<file path="src/hdl/fetch_pkg.sv">
package fetch_pkg;

    // ------------------------------
    // widths and constants
    // ------------------------------
    localparam int unsigned VLEN        = 32;
    localparam int unsigned ILEN        = 32;
    localparam logic [VLEN-1:0] BOOT_ADDR = 32'h0000_1000;
    localparam int unsigned INSTR_BYTES = 4;

    // history table, indexed by pc[5:2]
    localparam int unsigned BHT_ENTRIES = 16;
    localparam int unsigned BHT_IDX_W   = 4;

    // queue toward the back-end
    localparam int unsigned QUEUE_DEPTH = 4;
    localparam int unsigned QUEUE_PTR_W = 2;
    // count runs 0..QUEUE_DEPTH, so one bit wider than the pointers
    localparam int unsigned QUEUE_CNT_W = 3;

    // rv32i opcodes seen by the scanner
    localparam logic [6:0] OPCODE_BRANCH = 7'b1100011;
    localparam logic [6:0] OPCODE_JAL    = 7'b1101111;

    // ------------------------------
    // vector types
    // ------------------------------
    typedef logic [VLEN-1:0]      vaddr_t;
    typedef logic [ILEN-1:0]      instr_t;
    typedef logic [BHT_IDX_W-1:0] bht_idx_t;

    // saturating counter, upper bit set means taken
    typedef enum logic [1:0] {
        STRONG_NT = 2'b00,
        WEAK_NT   = 2'b01,
        WEAK_T    = 2'b10,
        STRONG_T  = 2'b11
    } bht_cnt_e;

    // ------------------------------
    // port structs
    // ------------------------------
    typedef struct packed {
        logic   valid;
        vaddr_t addr;
    } imem_req_t;

    // resolved control flow from the back-end
    typedef struct packed {
        logic   valid;
        logic   is_branch;
        logic   is_taken;
        logic   is_mispredict;
        vaddr_t pc;
        vaddr_t target;
    } bp_resolve_t;

    typedef struct packed {
        logic valid;
        logic taken;
    } bht_pred_t;

    typedef struct packed {
        vaddr_t addr;
        instr_t instr;
        logic   pred_taken;
        vaddr_t pred_target;
    } fetch_entry_t;

endpackage

</file>
<file path="src/hdl/bht.sv">
`timescale 1ns/100ps

module bht (
    input  logic                   clk_i,
    input  logic                   rst_ni,
    input  logic                   flush_bp_i,
    input  fetch_pkg::vaddr_t      lookup_pc_i,
    input  fetch_pkg::bp_resolve_t update_i,
    output fetch_pkg::bht_pred_t   pred_o
);
    import fetch_pkg::*;

    logic [BHT_ENTRIES-1:0] valid_q;
    bht_cnt_e               cnt_q [BHT_ENTRIES];

    bht_idx_t lookup_idx;
    bht_idx_t upd_idx;
    bht_cnt_e lookup_cnt;
    bht_cnt_e upd_cnt;
    bht_cnt_e cnt_next;
    logic     upd_en;

    // ------------------------------
    // lookup
    // ------------------------------
    // word aligned pc, so skip the two low bits
    assign lookup_idx = lookup_pc_i[BHT_IDX_W+1:2];
    assign lookup_cnt = cnt_q[lookup_idx];

    assign pred_o.valid = valid_q[lookup_idx];
    assign pred_o.taken = lookup_cnt[1];

    // ------------------------------
    // update
    // ------------------------------
    assign upd_en  = update_i.valid & update_i.is_branch;
    assign upd_idx = update_i.pc[BHT_IDX_W+1:2];
    assign upd_cnt = cnt_q[upd_idx];

    always_comb begin
        cnt_next = upd_cnt;
        if (!valid_q[upd_idx]) begin
            // fresh entry starts weakly toward the outcome
            cnt_next = update_i.is_taken ? WEAK_T : WEAK_NT;
        end else begin
            // one step toward the outcome, saturating at both ends
            unique case (upd_cnt)
                STRONG_NT: cnt_next = update_i.is_taken ? WEAK_NT  : STRONG_NT;
                WEAK_NT:   cnt_next = update_i.is_taken ? WEAK_T   : STRONG_NT;
                WEAK_T:    cnt_next = update_i.is_taken ? STRONG_T : WEAK_NT;
                default:   cnt_next = update_i.is_taken ? STRONG_T : WEAK_T;
            endcase
        end
    end

    // valid bits, flush beats an update in the same cycle
    always_ff @(posedge clk_i or negedge rst_ni) begin
        if (!rst_ni) begin
            valid_q <= '0;
        end else if (flush_bp_i) begin
            valid_q <= '0;
        end else if (upd_en) begin
            valid_q[upd_idx] <= 1'b1;
        end
    end

    // counters only mean something behind a valid bit
    always_ff @(posedge clk_i) begin
        if (upd_en) begin
            cnt_q[upd_idx] <= cnt_next;
        end
    end

    // a flush leaves the whole table invalid, even with an update alongside
    a_flush_clears: assert property (@(posedge clk_i) disable iff (!rst_ni)
        flush_bp_i |=> (valid_q == '0));

endmodule

</file>
<file path="src/hdl/branch_predict.sv">
`timescale 1ns/100ps

module branch_predict (
    input  logic                    f2_valid_i,
    input  fetch_pkg::vaddr_t       f2_addr_i,
    input  fetch_pkg::instr_t       instr_i,
    input  fetch_pkg::bht_pred_t    bht_pred_i,
    output logic                    predict_taken_o,
    output fetch_pkg::vaddr_t       predict_target_o,
    output fetch_pkg::fetch_entry_t entry_o
);
    import fetch_pkg::*;

    logic   is_branch;
    logic   is_jal;
    vaddr_t imm;
    logic   branch_taken;
    logic   taken;

    instr_scan i_instr_scan (
        .instr_i     ( instr_i   ),
        .is_branch_o ( is_branch ),
        .is_jal_o    ( is_jal    ),
        .imm_o       ( imm       )
    );

    // ------------------------------
    // taken decision
    // ------------------------------
    // dynamic when the table knows the branch
    // otherwise backward taken, forward not taken
    assign branch_taken = bht_pred_i.valid ? bht_pred_i.taken : imm[VLEN-1];

    // jal has a known target and always goes
    assign taken = is_jal | (is_branch & branch_taken);

    // nothing in f2 means nothing to redirect on
    assign predict_taken_o  = f2_valid_i & taken;
    assign predict_target_o = f2_addr_i + imm;

    // ------------------------------
    // queue entry
    // ------------------------------
    assign entry_o.addr       = f2_addr_i;
    assign entry_o.instr      = instr_i;
    assign entry_o.pred_taken = predict_taken_o;
    // not-taken entries carry the fall-through address
    assign entry_o.pred_target = predict_taken_o ? predict_target_o
                                                 : f2_addr_i + vaddr_t'(INSTR_BYTES);

endmodule

</file>
<file path="src/hdl/fetch_queue.sv">
`timescale 1ns/100ps

module fetch_queue (
    input  logic                    clk_i,
    input  logic                    rst_ni,
    input  logic                    flush_i,
    input  logic                    wr_valid_i,
    input  logic                    kill_i,
    input  fetch_pkg::fetch_entry_t entry_i,
    output logic                    room_o,
    output fetch_pkg::fetch_entry_t fetch_entry_o,
    output logic                    fetch_entry_valid_o,
    input  logic                    fetch_entry_ready_i
);
    import fetch_pkg::*;

    fetch_entry_t           mem_q [QUEUE_DEPTH];
    logic [QUEUE_PTR_W-1:0] wr_ptr_q;
    logic [QUEUE_PTR_W-1:0] rd_ptr_q;
    logic [QUEUE_CNT_W-1:0] count_q;
    logic [QUEUE_CNT_W-1:0] count_d;
    logic                   push;
    logic                   pop;

    // ------------------------------
    // handshakes
    // ------------------------------
    assign push = wr_valid_i & ~kill_i;
    assign pop  = fetch_entry_valid_o & fetch_entry_ready_i;

    // head of the buffer, held until the back-end takes it
    assign fetch_entry_valid_o = (count_q != '0);
    assign fetch_entry_o       = mem_q[rd_ptr_q];

    // two free slots: one for f2 now, one for the request behind it
    assign room_o = (count_q <= QUEUE_CNT_W'(QUEUE_DEPTH - 2));

    always_comb begin
        count_d = count_q;
        unique case ({push, pop})
            2'b10:   count_d = count_q + QUEUE_CNT_W'(1);
            2'b01:   count_d = count_q - QUEUE_CNT_W'(1);
            default: count_d = count_q;
        endcase
    end

    // ------------------------------
    // pointers and occupancy
    // ------------------------------
    always_ff @(posedge clk_i or negedge rst_ni) begin
        if (!rst_ni) begin
            wr_ptr_q <= '0;
            rd_ptr_q <= '0;
            count_q  <= '0;
        end else if (flush_i) begin
            // drop everything fetched down the old path
            wr_ptr_q <= '0;
            rd_ptr_q <= '0;
            count_q  <= '0;
        end else begin
            if (push) begin
                wr_ptr_q <= wr_ptr_q + QUEUE_PTR_W'(1);
            end
            if (pop) begin
                rd_ptr_q <= rd_ptr_q + QUEUE_PTR_W'(1);
            end
            count_q <= count_d;
        end
    end

    // depth is a power of two so pointers wrap on their own
    always_ff @(posedge clk_i) begin
        if (push) begin
            mem_q[wr_ptr_q] <= entry_i;
        end
    end

    // the room threshold in pc_gen must keep the in-flight entry from overflowing
    a_no_overflow: assert property (@(posedge clk_i) disable iff (!rst_ni)
        push |-> (count_q < QUEUE_CNT_W'(QUEUE_DEPTH)));

endmodule

</file>
<file path="src/hdl/frontend_top.sv">
`timescale 1ns/100ps

module frontend_top (
    input  logic                    clk_i,
    input  logic                    rst_ni,
    input  logic                    flush_i,
    input  logic                    flush_bp_i,
    input  logic                    eret_i,
    input  logic                    ex_valid_i,
    input  logic                    set_pc_commit_i,
    input  fetch_pkg::bp_resolve_t  resolved_branch_i,
    input  fetch_pkg::vaddr_t       epc_i,
    input  fetch_pkg::vaddr_t       trap_vector_base_i,
    input  fetch_pkg::vaddr_t       pc_commit_i,
    output fetch_pkg::imem_req_t    imem_req_o,
    input  fetch_pkg::instr_t       imem_data_i,
    output fetch_pkg::fetch_entry_t fetch_entry_o,
    output logic                    fetch_entry_valid_o,
    input  logic                    fetch_entry_ready_i
);
    import fetch_pkg::*;

    // f2 stage
    logic         f2_valid;
    vaddr_t       f2_addr;
    // prediction
    bht_pred_t    bht_pred;
    logic         predict_taken;
    vaddr_t       predict_target;
    fetch_entry_t entry;
    // queue control
    logic         queue_room;
    logic         kill;

    pc_gen i_pc_gen (
        .clk_i              ( clk_i              ),
        .rst_ni             ( rst_ni             ),
        .queue_room_i       ( queue_room         ),
        .predict_taken_i    ( predict_taken      ),
        .predict_target_i   ( predict_target     ),
        .resolved_branch_i  ( resolved_branch_i  ),
        .eret_i             ( eret_i             ),
        .epc_i              ( epc_i              ),
        .ex_valid_i         ( ex_valid_i         ),
        .trap_vector_base_i ( trap_vector_base_i ),
        .set_pc_commit_i    ( set_pc_commit_i    ),
        .pc_commit_i        ( pc_commit_i        ),
        .flush_i            ( flush_i            ),
        .imem_req_o         ( imem_req_o         ),
        .f2_valid_o         ( f2_valid           ),
        .f2_addr_o          ( f2_addr            ),
        .kill_o             ( kill               )
    );

    // table is looked up with the address whose word arrives this cycle
    bht i_bht (
        .clk_i       ( clk_i             ),
        .rst_ni      ( rst_ni            ),
        .flush_bp_i  ( flush_bp_i        ),
        .lookup_pc_i ( f2_addr           ),
        .update_i    ( resolved_branch_i ),
        .pred_o      ( bht_pred          )
    );

    branch_predict i_branch_predict (
        .f2_valid_i       ( f2_valid       ),
        .f2_addr_i        ( f2_addr        ),
        .instr_i          ( imem_data_i    ),
        .bht_pred_i       ( bht_pred       ),
        .predict_taken_o  ( predict_taken  ),
        .predict_target_o ( predict_target ),
        .entry_o          ( entry          )
    );

    // every valid f2 word goes to the queue unless a redirect kills it
    fetch_queue i_fetch_queue (
        .clk_i               ( clk_i               ),
        .rst_ni              ( rst_ni              ),
        .flush_i             ( flush_i             ),
        .wr_valid_i          ( f2_valid            ),
        .kill_i              ( kill                ),
        .entry_i             ( entry               ),
        .room_o              ( queue_room          ),
        .fetch_entry_o       ( fetch_entry_o       ),
        .fetch_entry_valid_o ( fetch_entry_valid_o ),
        .fetch_entry_ready_i ( fetch_entry_ready_i )
    );

endmodule

</file>
<file path="src/hdl/instr_scan.sv">
`timescale 1ns/100ps

module instr_scan (
    input  fetch_pkg::instr_t instr_i,
    output logic              is_branch_o,
    output logic              is_jal_o,
    output fetch_pkg::vaddr_t imm_o
);
    import fetch_pkg::*;

    logic [6:0] opcode;
    vaddr_t     imm_b;
    vaddr_t     imm_j;

    assign opcode = instr_i[6:0];

    // conditional branches only, jalr is left to the back-end
    assign is_branch_o = (opcode == OPCODE_BRANCH);
    assign is_jal_o    = (opcode == OPCODE_JAL);

    // b-type immediate
    // bit 0 is always zero, sign from instr[31]
    assign imm_b = {{(VLEN-12){instr_i[31]}},
                    instr_i[7],
                    instr_i[30:25],
                    instr_i[11:8],
                    1'b0};

    // j-type immediate, 21 bits before extension
    assign imm_j = {{(VLEN-20){instr_i[31]}},
                    instr_i[19:12],
                    instr_i[20],
                    instr_i[30:21],
                    1'b0};

    // pick the format that matches the opcode
    always_comb begin
        imm_o = '0;
        if (is_branch_o) begin
            imm_o = imm_b;
        end else if (is_jal_o) begin
            imm_o = imm_j;
        end
    end

endmodule

</file>
<file path="src/hdl/pc_gen.sv">
`timescale 1ns/100ps

module pc_gen (
    input  logic                   clk_i,
    input  logic                   rst_ni,
    input  logic                   queue_room_i,
    input  logic                   predict_taken_i,
    input  fetch_pkg::vaddr_t      predict_target_i,
    input  fetch_pkg::bp_resolve_t resolved_branch_i,
    input  logic                   eret_i,
    input  fetch_pkg::vaddr_t      epc_i,
    input  logic                   ex_valid_i,
    input  fetch_pkg::vaddr_t      trap_vector_base_i,
    input  logic                   set_pc_commit_i,
    input  fetch_pkg::vaddr_t      pc_commit_i,
    input  logic                   flush_i,
    output fetch_pkg::imem_req_t   imem_req_o,
    output logic                   f2_valid_o,
    output fetch_pkg::vaddr_t      f2_addr_o,
    output logic                   kill_o
);
    import fetch_pkg::*;

    vaddr_t pc_q;
    vaddr_t npc;
    vaddr_t f2_addr_q;
    logic   f2_valid_q;
    logic   req_valid;
    logic   is_mispredict;

    // ------------------------------
    // f1 request
    // ------------------------------
    // issue whenever the queue can still absorb the f2 entry
    assign req_valid       = queue_room_i;
    assign imem_req_o.valid = req_valid;
    assign imem_req_o.addr  = pc_q;

    assign is_mispredict = resolved_branch_i.valid & resolved_branch_i.is_mispredict;

    // any back-end redirect drops both the f1 request and the f2 entry
    assign kill_o = flush_i | is_mispredict | eret_i | ex_valid_i | set_pc_commit_i;

    // ------------------------------
    // next pc, lowest to highest
    // ------------------------------
    always_comb begin
        npc = pc_q;
        if (req_valid) begin
            npc = pc_q + vaddr_t'(INSTR_BYTES);
        end
        // taken in f2 throws away the sequential request behind it
        if (predict_taken_i) begin
            npc = predict_target_i;
        end
        if (is_mispredict) begin
            npc = resolved_branch_i.target;
        end
        if (eret_i) begin
            npc = epc_i;
        end
        if (ex_valid_i) begin
            npc = trap_vector_base_i;
        end
        // restart after the committing instruction
        if (set_pc_commit_i) begin
            npc = pc_commit_i + vaddr_t'(INSTR_BYTES);
        end
    end

    always_ff @(posedge clk_i or negedge rst_ni) begin
        if (!rst_ni) begin
            pc_q       <= BOOT_ADDR;
            f2_valid_q <= 1'b0;
        end else begin
            pc_q       <= npc;
            f2_valid_q <= req_valid & ~kill_o & ~predict_taken_i;
        end
    end

    // address of the request now in flight to memory
    always_ff @(posedge clk_i) begin
        if (req_valid) begin
            f2_addr_q <= pc_q;
        end
    end

    assign f2_valid_o = f2_valid_q;
    assign f2_addr_o  = f2_addr_q;

    // targets from predictor and back-end must keep fetch word aligned
    a_pc_aligned: assert property (@(posedge clk_i) disable iff (!rst_ni)
        pc_q[1:0] == 2'b00);

endmodule

</file>
<file path="config.mk">
export PLATFORM = sky130hd
export DESIGN_NAME = frontend_top
export DESIGN_NICKNAME = d
export VERILOG_FILES = /design/src/hdl/fetch_pkg.sv /design/src/hdl/bht.sv /design/src/hdl/branch_predict.sv /design/src/hdl/fetch_queue.sv /design/src/hdl/frontend_top.sv /design/src/hdl/instr_scan.sv /design/src/hdl/pc_gen.sv
export SDC_FILE = /design/constraint.sdc
export NUM_CORES = 1
export LEC_CHECK = 0
export BUFFER_PORTS_ARGS = -buffer_cell sky130_fd_sc_hd__buf_2
export CORE_UTILIZATION = 30
export CTS_CLUSTER_DIAMETER = 120
export DETAILED_ROUTE_END_ITERATION = 10
export PLACE_DENSITY = 0.5
export SYNTH_ARGS = -nofsm -noshare
export SYNTH_HDL_FRONTEND = slang
export SYNTH_SLANG_ARGS = --single-unit
</file>
<file path="constraint.sdc">
create_clock -name clk_i -period 3.3 [get_ports clk_i]
set_input_delay 0.66 -clock clk_i [delete_from_list [all_inputs] [get_ports clk_i]]
set_output_delay 0.66 -clock clk_i [all_outputs]
set_load 0.005 [all_outputs]
</file>
==> results_dict.tcl, run 1 <==
set metrics [dict create \
    gp_congestion 0.860 \
    cts_buffers 57 \
    ys_warn_count 0 \
    ant_nets 0 \
    critPathKind "reg -> reg" \
    vdd_drop_max_mv 0.450 \
    track_usage_pct 18.9 \
    clock_sinks 508 \
    grt_pass1_wl_mm 113 \
    most-common-layout-cells "edfxtp_1 (448), buf_2 (305), buf_4 (269)" \
    synth_edf_count 448 \
    drt_iter0_markers 1065 \
    max_cap_violations 0 \
    htreeDepth 2 \
    ys_ff_latch 508 \
    tightest_slew_ns 0.809 \
    max_stage_delay_ns 0.57 \
    num_rows 102 \
    final_nets 2473 \
    postCtsHoldBufs 0 \
    routed_wl_mm 77.6 \
    p_total_mw 17.4 \
    slew_headroom_pct 46.1 \
    synth-compound-area-share_pct 9.22 \
    worst-endpoint-arrival_ns 3.92 \
    firstDrtPassIters 5 \
    max_freq_ghz 0.296 \
    die_h_um 283 \
    synthMuxAreaShare_pct 11.7 \
    mostFrequentLayoutCell "edfxtp_1" \
    yosys.area_share.xor_xnor_pct 4.02 \
    synthesis.nets 1887 \
    start_util_pct 30.5 \
    finClkSkew_ns 0.0796 \
    period_needed_ns 3.38 \
    synthSimpleGateAreaFrac_pct 7.88 \
    ys_async_sr_fraction_pct 11.0 \
    clockBufferDepth 3 \
    synth_adder_area_share_pct 2.23 \
    crit_path_max_fanout 9 \
    cp_cell_sequence "buf_6, mux4_2, mux4_2, o41a_1, and2_4, buf_12, a211o_1, a221oi_2, a21oi_1, a221oi_2" \
    maxSlewViolCount 0 \
    fin_tns_setup_ns -0.613 \
    fin_crit_sh_pct 103 \
    critical_path.endpoint_type "flip-flop" \
    synth.distinct_cells 75 \
    areaGrowthSynthToFinish_pct 33.6 \
    port_buffers 306 \
    path_buf_inv 2 \
    p_leak_nw 11.8 \
    grt_pass1_vias 17200 \
    synth_top_family_by_area "multiplexers" \
    worstPathRequired_ns 3.84 \
    setup_ws_ns -0.0834 \
    violations "negative setup slack" \
    dp_slack_ns -0.974 \
    slowest_stage "mux4_2" \
    core_area_um2 77800 \
    path_clk_slew_ns 0.06 \
    postSynthCellCount 1642 \
    dp_hpwl_mm 57.6 \
    clock_tree.root_cell "clkbuf_16" \
    ys_seq_area_share_pct 63.0 \
    final_hold_viol_count 0 \
    path_delay_family "compound AO/OA/AOI/OAI gates" \
    via_per_inst 5.06 \
    grt_max_degree 57 \
    tritoncts "built" \
    syn_area_per_cell_um2 14.4 \
    vias 16800 \
    rsz0062_at_grt "yes" \
    drive_gt1_share_pct 42.5 \
    outcome "complete, but fails checks" \
    ys.flop_type "edfxtp_1" \
    fp.dieW_um 283 \
    setup_viol 24 \
    antenna_found_initial 7 \
    die_area_um2 80200 \
    post-route-drc-count 0 \
    wl_per_cell_um 23.4 \
    hp-class "in -> async" \
    io_pins 335 \
    startpoint_type "flip-flop" \
    powerDensity_nw_per_um2 548 \
    insertion_delay_ns 0.65 \
    grt-ovfl-total 0 \
    synthesis.area_um2 23700 \
]
-- synthesized netlist by cell type, types with 16 or more instances --
| library cell | n | area (µm²) |
|---|---|---|
| a21o_1 | 30 | 225 |
| a21oi_1 | 88 | 440 |
| a31oi_1 | 16 | 100 |
| and2_1 | 16 | 100 |
| and3_1 | 20 | 125 |
| buf_1 | 18 | 67.6 |
| clkbuf_1 | 53 | 199 |
| dfrtp_1 | 55 | 1380 |
| edfxtp_1 | 448 | 13500 |
| ha_1 | 39 | 488 |
| inv_1 | 30 | 113 |
| mux4_2 | 120 | 2700 |
| nand2_1 | 127 | 477 |
| nand3_1 | 46 | 230 |
| nand4_1 | 27 | 169 |
| nor2_1 | 136 | 510 |
| nor3_1 | 16 | 80.1 |
| o21ai_0 | 55 | 275 |
| xnor2_1 | 70 | 613 |
| xor2_1 | 39 | 342 |
-- area by class of cell --
cell class	count	area (µm²)
fillers	7373	46200
repair buffers	611	4220
inverters	31	119
well taps	1040	1300
flip-flops and latches	508	14900
clock buffers	77	1540
diodes	1	2.50
multi-input cells	1019	9160
clock inverters	30	409
-- power breakdown --
part           switching (mW)  internal [mW]
registers               0.348           7.38
clock network            2.63           3.92
logic                    1.61           1.49
-- kinds of logic after synthesis --
group,after synthesis
compound gates,327
xor+xnor,109
fa+ha+maj,41
buf+inv,115
flops,508
mux,128
simple gates,414
-- state kept, by name, summed over array words and instances, names as in the netlist, named ones only --
signal	flops
i_fetch_queue.wr_ptr_q	2
i_fetch_queue.mem_q	384
i_pc_gen.pc_q	32
i_bht.valid_q	16
i_fetch_queue.count_q	3
i_pc_gen.f2_valid_o	1
i_bht.cnt_q	32
i_pc_gen.f2_addr_o	32
i_fetch_queue.rd_ptr_q	2
-- layer usage --
metal	GRT usage (%)	vias to the layer above	wire length, µm
met2	30.0	508	36100
met3	3.03	103	4050
met4	4.93	10	1720
met1	26.9	8541	35700
li1	-	7625	-
met5	0	-	58
-- metrics by stage --
step	std cells	util (%)	hold slack (ns)	instance area, µm²
6_report	3317	40.7	0.174	31700
5_1_grt	3316	40.7	0.228	31700
4_1_cts	3303	39.9	0.187	31100
3_5_place_dp	3189	36.9	0.463	28800
3_3_place_gp	3189	36.9	0.463	28800
2_1_floorplan	1642	-	0.364	23900
-- final timing paths --
kind,start,slack [ns],endpoint,cells past startpoint
max reg2reg,i_pc_gen.f2_addr_o[2]$_DFFE_PN_,-0.08,i_pc_gen.pc_q[2]$_DFFE_PN0P_,10
min reg2reg,i_pc_gen.pc_q[0]$_DFFE_PN0P_,0.48,i_pc_gen.f2_addr_o[0]$_DFFE_PN_,0
max,i_pc_gen.f2_addr_o[2]$_DFFE_PN_,-0.08,i_pc_gen.pc_q[2]$_DFFE_PN0P_,10
max in group asynchronous,rst_ni,2.50,i_pc_gen.pc_q[29]$_DFFE_PN0P_,2
min,rst_ni,0.17,i_bht.valid_q[13]$_DFFE_PN0P_,2
min in group clk_i,imem_data_i[21],0.26,i_fetch_queue.mem_q[3][54]$_DFFE_PP_,1
-- what timing repair did --
| action | in CTS | in global routing |
|---|---|---|
| gates cloned | 2 | 1 |
| pin swaps | 27 | 29 |
| endpoints found under the setup margin | 135 | 114 |
| buffers inserted | 6 | 12 |
| gates resized for setup | 63 | 112 |
-- worst register-to-register path, cell delays in order (launching register included) --
cell and delay (ns):
edfxtp_1 0.37, buf_6 0.13, mux4_2 0.52, mux4_2 0.57, o41a_1 0.41, and2_4 0.20, buf_12 0.15, a211o_1 0.35
a221oi_2 0.23, a21oi_1 0.09, a221oi_2 0.27
Note: power is estimated with default switching activity, not from simulation.
==> inputs of run 2 (changes only) <==
--- a/config.mk
+++ b/config.mk
@@ -9,6 +9,7 @@
 export CORE_UTILIZATION = 30
 export CTS_CLUSTER_DIAMETER = 120
 export DETAILED_ROUTE_END_ITERATION = 10
+export GPL_TIMING_DRIVEN = 0
 export PLACE_DENSITY = 0.5
 export SYNTH_ARGS = -nofsm -noshare
 export SYNTH_HDL_FRONTEND = slang
==> run 2 against run 1 <==
The run still ends with negative setup slack left. Maximum frequency shrank 6.5%. Sequential power grew 0.6%. Register-to-register slack got worse by 0.23 ns. Cell count decreased by 4.1%. Non-clock buffer count is 140 lower. Flip-flop and latch count is the same. Critical path type unchanged. Critical endpoint is now i_pc_gen.pc_q[26]$_DFFE_PN0P_. Largest power group unchanged.
==> results_dict.tcl, run 2 (synthesis gave the netlist of run 1 again) <==
set metrics [dict create \
    worst-endpoint-arrival_ns 4.11 \
    dp_cells 2991 \
    die_h_um 283 \
    track_usage_pct 19.5 \
    tritoncts "built" \
    htreeDepth 2 \
    tightest_slew_ns 1.01 \
    vias 16600 \
    critical_path.endpoint_type "flip-flop" \
    final_hold_viol_count 0 \
    insertion_delay_ns 0.63 \
    p_sw_share_pct 27.0 \
    port_buffers 300 \
    dpl_cell_area_um2 26900 \
    grt_pass1_vias 16800 \
    grt-ovfl-total 0 \
    p_comb_share_pct 16.8 \
    path_buf_inv 2 \
    wl_per_cell_um 25.6 \
    startpoint_type "flip-flop" \
    powerDensity_nw_per_um2 555 \
    clockBufferDepth 3 \
    mostFrequentLayoutCell "edfxtp_1" \
    drive_gt1_share_pct 40.0 \
    instances_no_fill 3180 \
    postCtsHoldBufs 0 \
    fp.dieW_um 283 \
    slowest_stage "mux4_2" \
    final_nets 2335 \
    setup_viol 150 \
    grt_pass1_wl_mm 116 \
    worstPathRequired_ns 3.79 \
    post-route-drc-count 0 \
    dp_slack_ns -1.80 \
    fin_tns_setup_ns -26.26 \
    seq_power_share_pct 44.6 \
    cp_cell_sequence "buf_6, mux4_2, mux4_2, o41a_1, buf_4, and3_4, and2_4, a222oi_1, o31ai_1, a41o_1" \
    whs_ns 0.0379 \
    antenna_found_initial 2 \
    num_rows 102 \
    power_frac_clock_pct 38.6 \
    p_leak_nw 11.2 \
    routed_wl_mm 81.4 \
    firstDrtPassIters 7 \
    start_util_pct 30.5 \
    areaGrowthSynthToFinish_pct 32.5 \
    crit_path_max_fanout 5 \
    hp-class "in -> async" \
    die_area_um2 80200 \
    max_cap_violations 0 \
    finClkSkew_ns 0.0414 \
    io_pins 335 \
    path_delay_family "compound AO/OA/AOI/OAI gates" \
    most-common-layout-cells "edfxtp_1 (448), buf_2 (301), mux4_2 (120)" \
    power.switching_mw 4.70 \
    violations "negative setup slack" \
    intPower_mw 12.7 \
    vdd_drop_max_mv 0.400 \
    drt_iter0_markers 1231 \
    crit_top_cell "mux4_2" \
    regMostFlops "i_fetch_queue.mem_q" \
    maxSlewViolCount 0 \
    critPathKind "reg -> reg" \
    largest_reg_flops 384 \
    grt_max_degree 39 \
    period_needed_ns 3.62 \
    path_clk_slew_ns 0.07 \
    cts_buffers 57 \
    slew_headroom_pct 32.3 \
    clock_tree.root_cell "clkbuf_16" \
    outcome "complete, but fails checks" \
    gp_congestion 0.904 \
    dp_hpwl_mm 59.2 \
    ant_nets 0 \
    max_freq_ghz 0.276 \
    core_area_um2 77800 \
    clock_sinks 508 \
    fin_crit_sh_pct 110 \
    fin_area_um2 31400 \
    max_stage_delay_ns 0.62 \
    setup_ws_ns -0.318 \
    via_per_inst 5.23 \
    rsz0062_at_grt "yes" \
]
run 2: stage by stage:
step	utilization, %	power (mW)
floorplan	-	9.19
global placement	34.3	10.4
detailed placement	34.6	10.4
CTS	38.7	17.4
global route	40.4	18.0
finish	40.4	17.4
run 2: path summary, 6_finish.rpt:
kind	start	endpoint	slack, ns	cells past startpoint
max	i_pc_gen.f2_addr_o[2]$_DFFE_PN_	i_pc_gen.pc_q[26]$_DFFE_PN0P_	-0.32	10
min	rst_ni	i_pc_gen.pc_q[2]$_DFFE_PN0P_	0.04	1
max reg2reg	i_pc_gen.f2_addr_o[2]$_DFFE_PN_	i_pc_gen.pc_q[26]$_DFFE_PN0P_	-0.32	10
min reg2reg	i_pc_gen.pc_q[0]$_DFFE_PN0P_	i_pc_gen.f2_addr_o[0]$_DFFE_PN_	0.47	0
max in group asynchronous	rst_ni	i_pc_gen.pc_q[25]$_DFFE_PN0P_	2.60	2
min in group clk_i	imem_data_i[4]	i_fetch_queue.mem_q[0][37]$_DFFE_PP_	0.23	1
run 2: what timing repair did:
item | in CTS | in global routing
pin swaps | 24 | 77
setup endpoints to repair | 519 | 247
setup buffers | 23 | 49
gates resized for setup | 247 | 162
gates cloned | 2 | 11
run 2: final cells by class:
| class | instances | area [µm²] |
|---|---|---|
| Inverter | 31 | 143 |
| Buffer | 80 | 667 |
| Timing Repair Buffer | 391 | 2640 |
| Clock inverter | 43 | 509 |
| Sequential cell | 508 | 14900 |
| Multi-Input combinational cell | 1021 | 9720 |
| Fill cell | 7255 | 46400 |
| Clock buffer | 65 | 1500 |
| Tap cell | 1040 | 1300 |
| Antenna cell | 1 | 2.50 |
run 2: power groups by stage:
stage          Clock [mW]  Sequential, mW  Combinational [mW]
2_1_floorplan           0            7.71                1.47
3_3_place_gp            0            7.89                2.47
3_5_place_dp            0            7.90                2.50
4_1_cts              6.87            7.77                2.78
5_1_grt              7.10            7.80                3.15
6_report             6.72            7.77                2.93
run 2: layer usage:
metal / vias up / share of wire (%) / track usage [%]
li1: 7338 / - / -
met1: 8512 / 44 / 27.1
met2: 659 / 48 / 32.0
met3: 112 / 6.0 / 2.83
met4: 0 / 2.2 / 5.15
met5: - / 0 / 0
run 2: worst reg2reg max path, stage by stage, from the launching register on:
cell and delay (ns):
edfxtp_1 0.39, buf_6 0.16, mux4_2 0.52, mux4_2 0.62
o41a_1 0.48, buf_4 0.18, and3_4 0.15, and2_4 0.21
a222oi_1 0.39, o31ai_1 0.15, a41o_1 0.23
==> inputs of run 3 (changes only) <==
--- a/config.mk
+++ b/config.mk
@@ -6,6 +6,7 @@
 export NUM_CORES = 1
 export LEC_CHECK = 0
 export BUFFER_PORTS_ARGS = -buffer_cell sky130_fd_sc_hd__buf_2
+export CORE_MARGIN = 4
 export CORE_UTILIZATION = 30
 export CTS_CLUSTER_DIAMETER = 120
 export DETAILED_ROUTE_END_ITERATION = 10
==> run 3 against run 2 <==
The run still ends with negative setup slack left. Design area is 1.1% lower. Total power is 0.27% lower. Via count down 0.74%. Routed wire length rose by 2.2%. Setup slack improved by 0.019 ns. Register-to-register slack gained 0.02 ns. Flip-flop and latch count unchanged. Clock power about the same. Cell count is 0.60% lower. Sequential power is essentially flat. Count of clock-buffer cells in the layout grew 1. Largest power group unchanged. Highest routed layer is now met5.
==> results_dict.tcl, run 3 (synthesis gave the netlist of run 1 again) <==
set metrics [dict create \
    r2r_start "i_pc_gen.f2_addr_o[2]$_DFFE_PN_" \
    max_freq_ghz 0.278 \
    cts_buffers 58 \
    r2r_cells 11 \
    gp_congestion 0.902 \
    clock_tree.root_cell "clkbuf_16" \
    fin_util_pct 39.8 \
    ant_nets 0 \
    intPower_mw 12.7 \
    final_hold_viol_count 0 \
    startpoint_type "flip-flop" \
    slew_headroom_pct 33.6 \
    tightest_slew_ns 0.996 \
    wl_per_cell_um 26.3 \
    clock_sinks 508 \
    period_needed_ns 3.60 \
    core_area_um2 78000 \
    rsz0062_at_grt "yes" \
    power_frac_clock_pct 38.6 \
    htreeDepth 2 \
    final_nets 2316 \
    vias 16500 \
    power.switching_mw 4.67 \
    p_sw_share_pct 26.9 \
    port_buffers 300 \
    ff2ff_setup_slack_ns -0.30 \
    via_per_inst 5.22 \
    mostFrequentLayoutCell "edfxtp_1" \
    critPathKind "reg -> reg" \
    num_rows 102 \
    maxSlewViolCount 0 \
    clockBufferDepth 3 \
    max_cap_violations 0 \
    antenna_found_initial 4 \
    dp_hpwl_mm 60.6 \
    track_usage_pct 19.4 \
    powerDensity_nw_per_um2 559 \
    grt_pass1_vias 16700 \
    p_leak_nw 11.0 \
    io_pins 335 \
    die_area_um2 83600 \
    firstDrtPassIters 5 \
    insertion_delay_ns 0.63 \
    die_h_um 289 \
    areaGrowthSynthToFinish_pct 31.0 \
    vdd_drop_max_mv 0.447 \
    grt_pass1_wl_mm 118 \
    finClkSkew_ns 0.0453 \
    routed_wl_mm 83.1 \
    fp.dieW_um 289 \
    grt-ovfl-total 0 \
    fin_crit_sh_pct 109 \
    critPathLaunch "i_pc_gen.f2_addr_o[2]$_DFFE_PN_" \
    worst-endpoint-arrival_ns 4.12 \
    p_comb_share_pct 16.7 \
    largest_reg_flops 384 \
    setup_ws_ns -0.299 \
    violations "negative setup slack" \
    dp_slack_ns -1.77 \
    drt_iter0_markers 1242 \
    critPathCapture "i_pc_gen.pc_q[12]$_DFFE_PN1P_" \
    post-route-drc-count 0 \
    path_clk_slew_ns 0.06 \
    outcome "complete, but fails checks" \
    setup_viol 154 \
    hp-class "in -> async" \
    regMostFlops "i_fetch_queue.mem_q" \
    worstPathRequired_ns 3.82 \
    most-common-layout-cells "edfxtp_1 (448), buf_2 (299), mux4_2 (120)" \
    start_util_pct 30.4 \
    r2r-end "i_pc_gen.pc_q[12]$_DFFE_PN1P_" \
    seq_power_share_pct 44.7 \
    critical_path.endpoint_type "flip-flop" \
    tritoncts "built" \
    grt_max_degree 57 \
    drive_gt1_share_pct 38.9 \
    crit_path_max_fanout 10 \
]
[run 3: cell types whose count changed in the layout (fill, tap and decap cells not counted), sizes merged]
cell	change
clkbuf	-8
and2	+2
clkinv	+4
buf	-14
clkinvlp	-1
inv	-3
clkdlybuf4s15	+1
[run 3: worst min path at each step]
stage	startpoint	end	cells past startpoint
final	rst_ni	i_bht.valid_q[7]$_DFFE_PN0P_	1
after global routing	rst_ni	i_bht.valid_q[7]$_DFFE_PN0P_	1
after CTS	rst_ni	i_bht.valid_q[14]$_DFFE_PN0P_	1
after detailed placement	i_pc_gen.pc_q[1]$_DFFE_PN0P_	i_pc_gen.f2_addr_o[1]$_DFFE_PN_	0
after global placement	i_pc_gen.pc_q[4]$_DFFE_PN0P_	i_pc_gen.f2_addr_o[4]$_DFFE_PN_	0
after floorplan	rst_ni	i_bht.valid_q[0]$_DFFE_PN0P_	0
[run 3: critical path, stage by stage, from the launching register on]
cell	delay (ns)
edfxtp_1	0.38
buf_6	0.16
mux4_2	0.52
mux4_2	0.62
o41a_1	0.48
and2_4	0.22
buf_4	0.21
o21ai_0	0.10
o211ai_1	0.17
a221oi_1	0.35
a21oi_1	0.08
a21oi_1	0.16
[run 3: metal layers]
layer | routed length (µm) | vias to the layer above | global-route usage, %
met5 | 29 | - | 0
met4 | 1810 | 4 | 5.13
met3 | 5500 | 104 | 3.90
met2 | 40000 | 608 | 32.0
met1 | 35800 | 8468 | 26.2
li1 | - | 7314 | -
[run 3: final cells by class]
class	count	area (µm²)
Inverter	31	129
Buffer	77	618
Multi-Input combinational cell	1023	9690
Clock inverter	43	512
Clock buffer	66	1500
Antenna cell	1	2.50
Sequential cell	508	14900
Fill cell	7279	46900
Timing Repair Buffer	372	2380
Tap cell	1040	1300
[run 3: power by group through the flow]
stage               clock [mW]  combinational [mW]  sequential, mW
floorplan                    0                1.47            7.71
global placement             0                2.48            7.88
detailed placement           0                2.51            7.89
CTS                       6.87                2.84            7.76
global route              7.16                3.12            7.79
finish                    6.71                2.90            7.76
[run 3: timing repair]
action,CTS,global route
gates cloned,10,0
resized for setup,298,79
hold buffers,0,0
endpoints found under the hold margin,0,0
endpoints found under the setup margin,540,311
pin swaps,56,42
setup buffers,43,16
[run 3: metrics by stage]
stage	setup TNS (ns)	power (mW)	cell area, µm²	instances	hold slack (ns)
after floorplan	-4.82	9.19	23900	1642	0.364
after global placement	-763.63	10.4	26700	2982	0.458
after detailed placement	-550.39	10.4	26900	2991	0.468
after CTS	-17.17	17.5	30700	3148	0.143
after global routing	-33.87	18.1	31100	3161	0.181
final	-27.09	17.4	31100	3161	0.144
